<file path="src/source/mem_stage_pkg.sv">
package mem_stage_pkg;

    typedef logic [63:0] xlen_t;       // Data, address and PC width
    typedef logic [8:0]  rstrb_t;      // Load lanes plus sign control
    typedef logic [7:0]  wstrb_t;      // Store byte lanes
    typedef logic [4:0]  reg_addr_t;   // Destination register number
    typedef logic [2:0]  regin_sel_t;  // Writeback source code

    // Bits 7 to 0 of a load strobe select byte lanes, bit 8 requests sign extension
    localparam int NUM_LANES      = 8;
    localparam int RSTRB_SIGN_BIT = 8;

    typedef enum regin_sel_t {
        WB_ALU  = 3'd0,                // ALU result
        WB_LOAD = 3'd1,                // Aligned load data
        WB_PC4  = 3'd2                 // Return address
    } wb_sel_e;

endpackage

</file>
<file path="src/source/ex_mem_if.sv">
`timescale 1ns/1ps

interface ex_mem_if;
    import mem_stage_pkg::*;

    logic       valid;
    rstrb_t     rstrb;
    wstrb_t     wstrb;
    xlen_t      alu_out;
    xlen_t      mem_addr;
    xlen_t      rs2_data;                // Store data
    logic       mem_wen;
    xlen_t      pc;
    logic       reg_wen;
    reg_addr_t  rd_addr;
    regin_sel_t regin_sel;

    modport producer (
        output valid, rstrb, wstrb, alu_out, mem_addr, rs2_data,
               mem_wen, pc, reg_wen, rd_addr, regin_sel
    );

    modport ctrl (
        input valid, rstrb, wstrb, mem_wen, mem_addr, reg_wen
    );

    // Shared by the RAM and the MEM/WB register
    modport mem (
        input valid, rstrb, alu_out, mem_addr, rs2_data, pc, rd_addr, regin_sel
    );

endinterface

</file>
<file path="src/source/mem_stage_ctrl.sv">
`timescale 1ns/1ps

module mem_stage_ctrl (
    input  logic                  I_sys_clk,
    input  logic                  I_rst,
    ex_mem_if.ctrl                em,
    output logic                  ram_ren,
    output mem_stage_pkg::wstrb_t ram_we,
    output logic                  reg_wen_ok,
    output logic                  fault
);
    import mem_stage_pkg::*;

    logic       is_load;
    logic       access;
    wstrb_t     lanes;
    wstrb_t     run_mask;
    logic [3:0] width;
    logic [2:0] low;
    logic       contiguous;
    logic       width_ok;
    logic       misaligned;

    always_comb begin
        is_load = |em.rstrb[RSTRB_SIGN_BIT-1:0];
        lanes   = is_load ? em.rstrb[RSTRB_SIGN_BIT-1:0] : em.wstrb;
        access  = is_load || em.mem_wen;
        width   = '0;
        low     = '0;
        for (int i = NUM_LANES - 1; i >= 0; i--) begin
            if (lanes[i]) begin
                low = 3'(i);                       // Ends on the lowest set lane
            end
        end
        for (int i = 0; i < NUM_LANES; i++) begin
            width = width + 4'(lanes[i]);
        end
    end

    // The lanes must form one run of width bits starting at the lowest lane
    assign run_mask   = wstrb_t'((9'd1 << width) - 9'd1);
    assign contiguous = ((lanes >> low) == run_mask);
    assign width_ok   = (width == 4'd1) || (width == 4'd2) || (width == 4'd4) || (width == 4'd8);

    assign misaligned = !width_ok || !contiguous || (low != em.mem_addr[2:0]) ||
                        ((low & 3'(width - 4'd1)) != 3'd0);

    assign fault      = em.valid && access && misaligned;
    assign ram_ren    = em.valid && is_load;
    assign ram_we     = (em.valid && em.mem_wen && !fault) ? em.wstrb : '0;
    assign reg_wen_ok = em.valid && em.reg_wen && !fault;

    // Single-port RAM sees at most one access per cycle
    a_one_access: assert property (
        @(posedge I_sys_clk) disable iff (I_rst)
        !(ram_ren && (|ram_we))
    ) else $error("RAM read and write enabled in the same cycle");

endmodule

</file>
<file path="src/flat_wrapper.sv">
// flat-port wrapper written by rule: the top's interface ports become plain ports
module mem_stage_ctrl_flat import mem_stage_pkg::*;
  (I_sys_clk, I_rst, ram_ren, ram_we, reg_wen_ok, fault, em_valid, em_rstrb, em_wstrb, em_mem_wen, em_mem_addr, em_reg_wen);
  ex_mem_if em_i ();
  input  logic I_sys_clk;
  input  logic I_rst;
  output logic ram_ren;
  output mem_stage_pkg::wstrb_t ram_we;
  output logic reg_wen_ok;
  output logic fault;
  input wire logic [$bits(em_i.valid)-1:0] em_valid;
  input wire logic [$bits(em_i.rstrb)-1:0] em_rstrb;
  input wire logic [$bits(em_i.wstrb)-1:0] em_wstrb;
  input wire logic [$bits(em_i.mem_wen)-1:0] em_mem_wen;
  input wire logic [$bits(em_i.mem_addr)-1:0] em_mem_addr;
  input wire logic [$bits(em_i.reg_wen)-1:0] em_reg_wen;
  assign em_i.valid = em_valid;
  assign em_i.rstrb = em_rstrb;
  assign em_i.wstrb = em_wstrb;
  assign em_i.mem_wen = em_mem_wen;
  assign em_i.mem_addr = em_mem_addr;
  assign em_i.reg_wen = em_reg_wen;
  mem_stage_ctrl u_core (.I_sys_clk(I_sys_clk), .I_rst(I_rst), .em(em_i), .ram_ren(ram_ren), .ram_we(ram_we), .reg_wen_ok(reg_wen_ok), .fault(fault));
endmodule
</file>
<file path="config.mk">
export PLATFORM = sky130hd
export DESIGN_NAME = mem_stage_ctrl_flat
export DESIGN_NICKNAME = d
export VERILOG_FILES = /design/src/source/mem_stage_pkg.sv /design/src/source/ex_mem_if.sv /design/src/source/mem_stage_ctrl.sv /design/src/flat_wrapper.sv
export SDC_FILE = /design/constraint.sdc
export NUM_CORES = 1
export LEC_CHECK = 0
export BUFFER_PORTS_ARGS = -buffer_cell sky130_fd_sc_hd__buf_2
export CAP_MARGIN = 25
export CELL_PAD_IN_SITES_DETAIL_PLACEMENT = 1
export CELL_PAD_IN_SITES_GLOBAL_PLACEMENT = 2
export CORE_MARGIN = 2
export CORE_UTILIZATION = 23
export DETAILED_ROUTE_END_ITERATION = 6
export PLACE_DENSITY_LB_ADDON = 0.1
export SLEW_MARGIN = 20
export SYNTH_ARGS = -nofsm -noshare
export SYNTH_HDL_FRONTEND = slang
export SYNTH_SLANG_ARGS = --single-unit
export TNS_END_PERCENT = 5
</file>
<file path="constraint.sdc">
create_clock -name vclk -period 17.2
set_clock_uncertainty 0.2 [all_clocks]
set_input_delay 2.58 -clock vclk [all_inputs]
set_output_delay 2.58 -clock vclk [all_outputs]
set_load 0.01 [all_outputs]
</file>
* Word-level counts from Yosys, hierarchy flattened *
Cells that the tools add are included.

cells by class
  equality and inequality tests = 6
  add/subtract/negate cells = 9
  bitwise operators = 1
  reductions and logical operators = 19
  mux-type cells = 10
  shift operators = 2

operators by type and width
  kind                   number
  $add A4 B1 Y4          6
  $mux W3                8
  $mux W8                2
  $eq A8 B8 Y1           1
  $reduce_or A8 Y1       1
  $shl A1 B4 Y8 const A  1
  $shr A8 B3 Y8          1
  $sub A8 B1 Y8 const B  1
  $logic_and A1 B1 Y1    7
  $logic_or A1 B1 Y1     7
  $eq A4 B1 Y1 const B   1
  $eq A4 B2 Y1 const B   1
  $eq A4 B3 Y1 const B   1
  $eq A4 B4 Y1 const B   1
  $and A3 B3 Y3          1
  $logic_not A1 Y1       3
  $ne A3 B3 Y1           1
  $reduce_bool A3 Y1     1
  $sub A3 B1 Y3 const B  1
  $add A1 B1 Y2          1

word-level totals
  output and inout bits = 11
  bits in registers = 0
  word-level logic and storage cells = 47

* Logic depth before layout (Yosys ltp) *
Gate-level depths: netlist of the first run.

  depth after elaboration = 21
  gate-level depth with buffers = 26

* Worst setup path after synthesis of the first run *
No wires, ideal clock.

  path kind = input -> output
  start point = input port em_rstrb[3]
  end point = output port ram_we[0]
  stages = 24
  arrival time = 8578 ps
  path slack = 5842 ps
  required time = 14420 ps
  cell sequence = clkbuf_1 or4_4 nor3_1 a31o_2 inv_1 ha_1 inv_1 fa_1 fa_1 inv_1 fa_1 fa_1 clkbuf_1 or2_2 o21ai_0 and2_1 inv_1 ha_1 xor2_1 nor2_1 o31a_1 a2111o_1 nor4_4 and2_1

on the way
  cells in the longest elaborated chain, start to end = 21
  elaborated cells between the ends (all ways) = 43

ends and longest elaborated chain
  element                                                                 RTL line              source
  start, declared                                                         flat_wrapper.sv:12    input wire logic [$bits(em_i.rstrb)-1:0] em_rstrb;
  parallel branches: the longest is 17 deep, another holds $sub A8 B1 Y8  n/a
  $logic_and A1 B1 Y1 *                                                   mem_stage_ctrl.sv:48  assign fault = em.valid && access && misaligned;
  $logic_not A1 Y1 *                                                      mem_stage_ctrl.sv:50  assign ram_we = (em.valid && em.mem_wen && !fault) ? em.wstrb : '0;
  $logic_and A1 B1 Y1 *                                                   mem_stage_ctrl.sv:50
  $mux W8 *                                                               mem_stage_ctrl.sv:50
  end, declared                                                           flat_wrapper.sv:8     output mem_stage_pkg::wstrb_t ram_we;

Every way passes the cells marked *.

* Final worst setup path of the first run *
  start point = input port em_rstrb[7]
  end point = output port ram_we[3]

Same word-level chain as after synthesis.

==> results.toml, run 1 <==
[outcome]
outcome = "complete, no violations"

[cts]
postCtsHoldBufs = 0
cts_resized = 0
post_cts_buffers = 0

[worst_setup_path]
required_ns = 14.42
startpoint = "em_rstrb[7]"
crit_type = "input pin to output port"
startpoint_type = "input pin"
critPathMaxFanout = 9
cpMaxStageDelayCell = "or4_4"
max_stage_delay_ns = 0.59
worstPathArrival_ns = 9.46
crit_chain = "buf_2 -> or4_4 -> nor3_1 -> a31o_2 -> inv_1 -> ha_1 -> inv_1 -> fa_1 -> fa_1 -> inv_1 -> fa_1 -> fa_1 -> or2_2 -> o21ai_0 -> and2_1 -> inv_1 -> ha_1 -> xor2_1 -> nor2_1 -> o31a_1 -> a2111o_1 -> nor4_4 -> and2_1 -> buf_2"
endpoint_kind = "output port"

[final_layout]
clkbuf_count = 0
final_common_cell = "buf_2"
area_delta_synth_final_pct = 16.4
final.fill_count = 777
diodes = 0
nets = 331
final_cell_mix = "buf_2, nor2_1, inv_1"
seq_cell_count = 0
ff_latch_area_sq_um = 0
drive_gt1_share_pct = 25.3
final_util_pct = 28.1

[routing]
drt_iter0_drc = 142
first_pass_iters = 4
detail-route-antenna-nets = 0
drt_wl_total_mm = 5.08
drc = 0
num_vias = 1643
wl_per_cell_um = 16.7
routed_via_density = 5.40

[hold_path]
min-delay-start = "em_reg_wen"
min_path_cells = 4
hold_class = "input pin to output port"

[global_route]
grtUsageTotal_pct = 14.3
grt_overflow = 0
grt_pass1_wl_mm = 8.47
antenna_found_initial = 0
grt_pass1_vias = 1596
grt_max_degree = 13

[yosys]
syn_inst = 202
netlist-cell-type-count = 62
ys_seq_area_share_pct = 0
syn-cell-area_sq_um = 1450
syn_avg_cell_area_sq_um = 7.17
yosys_warnings = 0
synth_fp_nets = 302

[pwr]
power.density_nw_per_um2 = 75.1
power.leakage_nw = 0.672
clkPwrFrac_pct = 0
seqPwrFrac_pct = 0
finalPower_uw = 127
p_int_uw = 49.4
p_comb_share_pct = 100.0
vdd_drop_max_uv = 30.5
switching_power_uw = 77.1
power_switching_share_pct = 60.9

[sta]
fin_crit_ns = 12.24
rsz0062_at_grt = "no"
worstMarginPinSlew_ns = 0.646
tns_ns = 0
whs_ns = 5.26
slew_headroom_pct = 56.5
max_freq_ghz = 0.0817
drv_slew = 0
finalHoldViolCount = 0
setup_viol = 0
finalCritPeriodShare_pct = 71.2

[placed_design]
globalplace.congestion = 0.787
hpwl_mm = 4.24
io_buffers = 33

[floorplanning]
chipHeight_um = 83.3
pin_count = 97
rows = 28
start_util_pct = 24.2
die_area_sq_um = 6940
die_w_um = 83.3
coreArea_sq_um = 5990

[flow_run]
drv_cap = 0
==> worst paths after layout <==
path	end	slack (ns)
worst min-delay path	reg_wen_ok	5.26
worst max-delay path	ram_we[3]	4.96
==> cells by family (layout without fill, tap and decap cells) <==
group | after synthesis | after routing | synth area share (%)
buffers and inverters | 23 | 50 | 6.14
adder cells (fa/ha/maj) | 14 | 14 | 14.2
AND/OR/NAND/NOR | 83 | 83 | 33.6
multiplexers | 1 | 1 | 0.691
XOR/XNOR | 6 | 6 | 3.63
AO/OA/AOI/OAI | 75 | 75 | 41.7
==> layer usage <==
layer,global-route usage [%],up-vias,wire length [um]
met5,0,-,0
met4,0,0,0
met3,0,0,64
met2,22.8,19,2210
met1,22.8,790,2800
li1,-,834,-
==> area by class of cell <==
| type | instances | area, sq um | area share (%) |
|---|---|---|---|
| inverters | 16 | 60.1 | 3.56 |
| multi-input cells | 179 | 1360 | 80.6 |
| well taps | 75 | 93.8 | 5.57 |
| repair buffers | 34 | 173 | 10.2 |
==> through the flow <==
stage	setup WS [ns]	cells	instance area, sq um
after floorplan	5.84	202	1450
after global placement	4.94	304	1690
after detailed placement	4.91	304	1690
after CTS	4.88	304	1690
after global routing	4.47	304	1690
final	4.96	304	1690
==> critical path, delay by kind of cell <==
| family | cells | cell delay (ns) |
|---|---|---|
| AND/OR/NAND/NOR | 7 | 2.10 |
| XOR/XNOR | 1 | 0.51 |
| adder cells (fa/ha/maj) | 6 | 2.61 |
| buffers and inverters | 6 | 0.52 |
| AO/OA/AOI/OAI | 4 | 1.14 |
==> power groups by stage <==
stage | Clock [mW] | Sequential (mW) | Combinational, mW
4_1_cts | 0 | 0 | 0.128
2_1_floorplan | 0 | 0 | 0.0952
3_3_place_gp | 0 | 0 | 0.128
3_5_place_dp | 0 | 0 | 0.127
6_report | 0 | 0 | 0.127
5_1_grt | 0 | 0 | 0.143
==> cell usage after synthesis (2+ instances only) <==
cell type | instances | share of area [%]
nor2_1 | 21 | 5.4
inv_1 | 16 | 4.1
and2_1 | 14 | 6.0
a21oi_1 | 10 | 3.5
ha_1 | 10 | 8.6
nand2_1 | 10 | 2.6
nor3_1 | 9 | 3.1
a31oi_1 | 7 | 3.0
o21ai_0 | 7 | 2.4
a31o_2 | 5 | 3.0
clkbuf_1 | 5 | 1.3
or2_2 | 5 | 2.2
fa_1 | 4 | 5.5
nand3_1 | 4 | 1.4
o31ai_1 | 4 | 2.1
xor2_1 | 4 | 2.4
a21o_1 | 3 | 1.6
nor2b_1 | 3 | 1.3
o211ai_1 | 3 | 1.6
o21ai_1 | 3 | 1.0
or4_4 | 3 | 2.3
a2111o_1 | 2 | 1.6
a2bb2oi_1 | 2 | 1.2
a311oi_1 | 2 | 1.2
buf_2 | 2 | 0.69
nor4_1 | 2 | 0.86
nor4_4 | 2 | 2.9
o22ai_1 | 2 | 0.86
o31a_1 | 2 | 1.2
o32a_1 | 2 | 1.4
or4_1 | 2 | 1.0
xnor2_1 | 2 | 1.2
No activity file was read; power rests on OpenSTA's default activity.
==> run 2, diff against run 1 <==
CORE_UTILIZATION = 22   (was 23)
clock period = 11.9 ns   (was 17.2 ns; I/O delays follow)
==> run 2 against run 1 <==
- critical path depth unchanged
- global-route usage is 0.46 points lower
- power grew 46%
==> results.toml, run 2 (same netlist as run 1, synthesis figures left out) <==
[worst_setup_path]
crit_chain = "buf_2 -> or4_4 -> nor3_1 -> a31o_2 -> inv_1 -> ha_1 -> inv_1 -> fa_1 -> fa_1 -> inv_1 -> fa_1 -> fa_1 -> inv_1 -> ha_1 -> and2_1 -> inv_1 -> ha_1 -> xor2_1 -> nor2_1 -> o31a_1 -> a2111o_1 -> nor4_4 -> and2_1 -> buf_2"
critPathMaxFanout = 9
startpoint_type = "input pin"
crit_type = "input pin to output port"
worstPathArrival_ns = 8.63
crit_path_frequent_cell = "inv_1"
required_ns = 9.92
cpMaxStageDelayCell = "or4_4"
max_stage_delay_ns = 0.58
worst-path-buf-inv = 7
endpoint_kind = "output port"
crit_family = "adder cells"

[sta]
setup_viol = 0
max_freq_ghz = 0.0942
tns_ns = 0
finalHoldViolCount = 0
worstMarginPinSlew_ns = 0.848
whs_ns = 3.67
finalCritPeriodShare_pct = 89.2
slew_headroom_pct = 42.7
rsz0062_at_grt = "no"
fin_crit_ns = 10.62
worst_slack_ns = 1.28
drv_slew = 0

[floorplanning]
die_area_sq_um = 7250
pin_count = 97
die_w_um = 85.1
rows = 29
start_util_pct = 22.8
coreArea_sq_um = 6350
chipHeight_um = 85.1

[routing]
first_pass_iters = 4
drc = 0
routed_via_density = 5.40
num_vias = 1646
drt_iter0_drc = 78
drt_wl_total_mm = 5.04
detail-route-antenna-nets = 0
wl_per_cell_um = 16.5

[final_layout]
final_util_pct = 26.5
clkbuf_count = 0
final_common_cell = "buf_2"
ff_latch_area_sq_um = 0
area_delta_synth_final_pct = 16.1
seq_cell_count = 0
final_area_sq_um = 1680
multi_input_area_sq_um = 1360
diodes = 0
final.fill_count = 810
drive_gt1_share_pct = 25.0
final_cell_mix = "buf_2, nor2_1, inv_1"
final_cell_count_no_fill = 305
nets = 330

[outcome]
outcome = "complete, no violations"

[hold_path]
hold_class = "input pin to output port"

[pwr]
switching_power_uw = 113
power.density_nw_per_um2 = 110
seqPwrFrac_pct = 0
power.leakage_nw = 0.667
clkPwrFrac_pct = 0
power_switching_share_pct = 61.2
finalPower_uw = 185
p_comb_share_pct = 100.0
vdd_drop_max_uv = 55.4
p_int_uw = 71.7

[cts]
post_cts_buffers = 0
postCtsHoldBufs = 0
cts_resized = 0

[global_route]
grt_max_degree = 13
antenna_found_initial = 0
grt_overflow = 0
grtUsageTotal_pct = 13.8
grt_pass1_vias = 1609
grt_pass1_wl_mm = 8.38

[placed_design]
postPlaceCellArea_sq_um = 1680
dp_slack_ns = 1.25
hpwl_mm = 4.20
place_inst = 305
globalplace.congestion = 0.728
io_buffers = 33

[flow_run]
drv_cap = 0
-- run 2: cell types whose count changed in the layout (fill, tap and decap cells not counted), sizes merged --
cell and delta:
buf -1
-- run 2: worst paths after layout --
kind,slack (ns),end,start,cells past startpoint
min,3.67,reg_wen_ok,em_reg_wen,4
max,1.28,ram_we[2],em_rstrb[7],24
-- run 2: layout make-up --
type                            count  share of cell area [%]
Multi-Input combinational cell    179                    80.9
Tap cell                           77                    5.73
Timing Repair Buffer               33                    9.83
Inverter                           16                    3.57
-- run 2: power groups by stage --
| stage | Sequential (mW) | Clock [mW] | Combinational (mW) |
|---|---|---|---|
| 3_3_place_gp | 0 | 0 | 0.189 |
| 4_1_cts | 0 | 0 | 0.186 |
| 6_report | 0 | 0 | 0.185 |
| 2_1_floorplan | 0 | 0 | 0.138 |
| 5_1_grt | 0 | 0 | 0.208 |
| 3_5_place_dp | 0 | 0 | 0.185 |
-- run 2: metal layers --
layer	global-route usage (%)	vias to the layer above	share of wire [%]
met2	24.4	30	47
met1	19.6	784	50
li1	-	830	-
met5	0	-	0
met3	0.389	2	2.6
met4	1.01	0	0.28
==> run 3, diff against run 2 <==
BUFFER_PORTS_ARGS = default   (was -buffer_cell sky130_fd_sc_hd__buf_2)
CORE_ASPECT_RATIO = 0.6   (was default)
CORE_UTILIZATION = 34   (was 22)
DONT_BUFFER_PORTS = 1   (was default)
==> run 3 against run 2 <==
- worst setup slack gained 0.11 ns
- largest cell class unchanged
- count of clock-buffer cells in the layout unchanged
- final area down 11%
- worst hold slack worse by 0.20 ns
- routed wire length shrank 1.5%
- sequential share of layout area unchanged
- die area is 34% lower
- maximum frequency is 1.0% higher
- power fell by 6.0%
- critical endpoint is now ram_we[5]
- utilization grew 10 points
==> results.toml, run 3 (same netlist as run 1, synthesis figures left out) <==
[hold_path]
min_path_cells = 2
holdPathEnd = "reg_wen_ok"
min-delay-start = "em_valid"
hold_class = "input pin to output port"

[floorplanning]
chipHeight_um = 54.5
die_w_um = 88.2
coreArea_sq_um = 4100
start_util_pct = 35.3
pin_count = 97
rows = 18
die_area_sq_um = 4810

[worst_setup_path]
worstPathArrival_ns = 8.53
max_stage_delay_ns = 0.56
cpMaxStageDelayCell = "or4_4"
crit_chain = "or4_4 -> nor3_1 -> a31o_2 -> inv_1 -> ha_1 -> inv_1 -> fa_1 -> fa_1 -> inv_1 -> fa_1 -> fa_1 -> or2_2 -> o21ai_0 -> and2_1 -> inv_1 -> ha_1 -> xor2_1 -> nor2_1 -> o31a_1 -> a2111o_1 -> nor4_4 -> and2_1"
crit_type = "input pin to output port"
critPathMaxFanout = 9
endpoint_kind = "output port"
startpoint_type = "input pin"
required_ns = 9.92

[final_layout]
final_util_pct = 36.6
diodes = 0
seq_cell_count = 0
final.fill_count = 542
multi_input_area_sq_um = 1360
area_delta_synth_final_pct = 3.72
final_common_cell = "nor2_1"
nets = 298
ff_latch_area_sq_um = 0
clkbuf_count = 0
final_cell_mix = "nor2_1, inv_1, and2_1"
drive_gt1_share_pct = 12.8

[global_route]
grt_pass1_vias = 1495
grt_pass1_wl_mm = 7.69
grt_overflow = 0
grtUsageTotal_pct = 20.7
antenna_found_initial = 0
grt_max_degree = 13

[cts]
postCtsHoldBufs = 0
post_cts_buffers = 0
cts_resized = 0

[routing]
routed_via_density = 6.20
wl_per_cell_um = 19.4
detail-route-antenna-nets = 0
drt_wl_total_mm = 4.97
num_vias = 1586
drt_iter0_drc = 118
first_pass_iters = 4
drc = 0

[placed_design]
globalplace.congestion = 0.882
hpwl_mm = 4.21
io_buffers = 0

[sta]
finalCritPeriodShare_pct = 88.3
fin_crit_ns = 10.51
drv_slew = 0
tns_ns = 0
finalHoldViolCount = 0
rsz0062_at_grt = "no"
max_freq_ghz = 0.0951
setup_viol = 0
worstMarginPinSlew_ns = 0.656
slew_headroom_pct = 55.9

[pwr]
power.density_nw_per_um2 = 116
finalPower_uw = 174
power.leakage_nw = 0.527
vdd_drop_max_uv = 55.3

[flow_run]
drv_cap = 0

[outcome]
outcome = "complete, no violations"
-- run 3: changes by cell type in the layout (fill, tap and decap cells not counted), sizes merged --
| cell | delta |
|---|---|
| buf | -32 |
-- run 3: routing by layer --
| metal | track usage, % | share of wire, % | up-vias | wire [um] |
|---|---|---|---|---|
| met4 | 0.505 | 0.24 | 0 | 12 |
| met2 | 30.7 | 39 | 41 | 1920 |
| li1 | - | - | 769 | - |
| met5 | 0 | 0 | - | 0 |
| met1 | 33.2 | 55 | 774 | 2710 |
| met3 | 2.26 | 6.5 | 2 | 322 |
-- run 3: how the worst max path moves through the flow --
stage / from / endpoint / slack [ns] / cells after the start
after floorplan: em_rstrb[3] / ram_we[0] / 2.13 / 24
after global placement: em_rstrb[7] / ram_we[3] / 1.64 / 22
after detailed placement: em_rstrb[7] / ram_we[5] / 1.42 / 22
after CTS: em_rstrb[7] / ram_we[5] / 1.41 / 22
after global routing: em_rstrb[7] / ram_we[6] / 1.04 / 22
final: em_rstrb[7] / ram_we[5] / 1.39 / 22
-- run 3: layout make-up --
class	count	share of cell area, %
inverter	16	4.00
multi-input combinational	179	90.5
tap	60	5.00
timing repair buffer	1	0.500
-- run 3: worst max-delay path: cells and delay by family --
kind / cells / cell delay (ns)
adders and majority gates: 6 / 2.60
and+or+nand+nor: 7 / 2.21
xor gates and xnor gates: 1 / 0.48
buffers and inverters: 4 / 0.25
AOI/OAI and AO/OA: 4 / 1.19
-- run 3: power by group --
group | internal [mW] | switching (mW) | leakage [nW]
Combinational | 0.0688 | 0.105 | 0.527
Clock | 0 | 0 | 0
Sequential | 0 | 0 | 0
-- run 3: metrics by stage --
step | setup WS, ns | instance area [sq um] | instances | hold WS, ns
6_report | 1.39 | 1500 | 256 | 3.47
5_1_grt | 1.04 | 1500 | 256 | 3.49
4_1_cts | 1.41 | 1500 | 256 | 3.47
3_5_place_dp | 1.42 | 1500 | 256 | 3.47
3_3_place_gp | 1.64 | 1500 | 256 | 3.47
2_1_floorplan | 2.13 | 1450 | 202 | 3.46
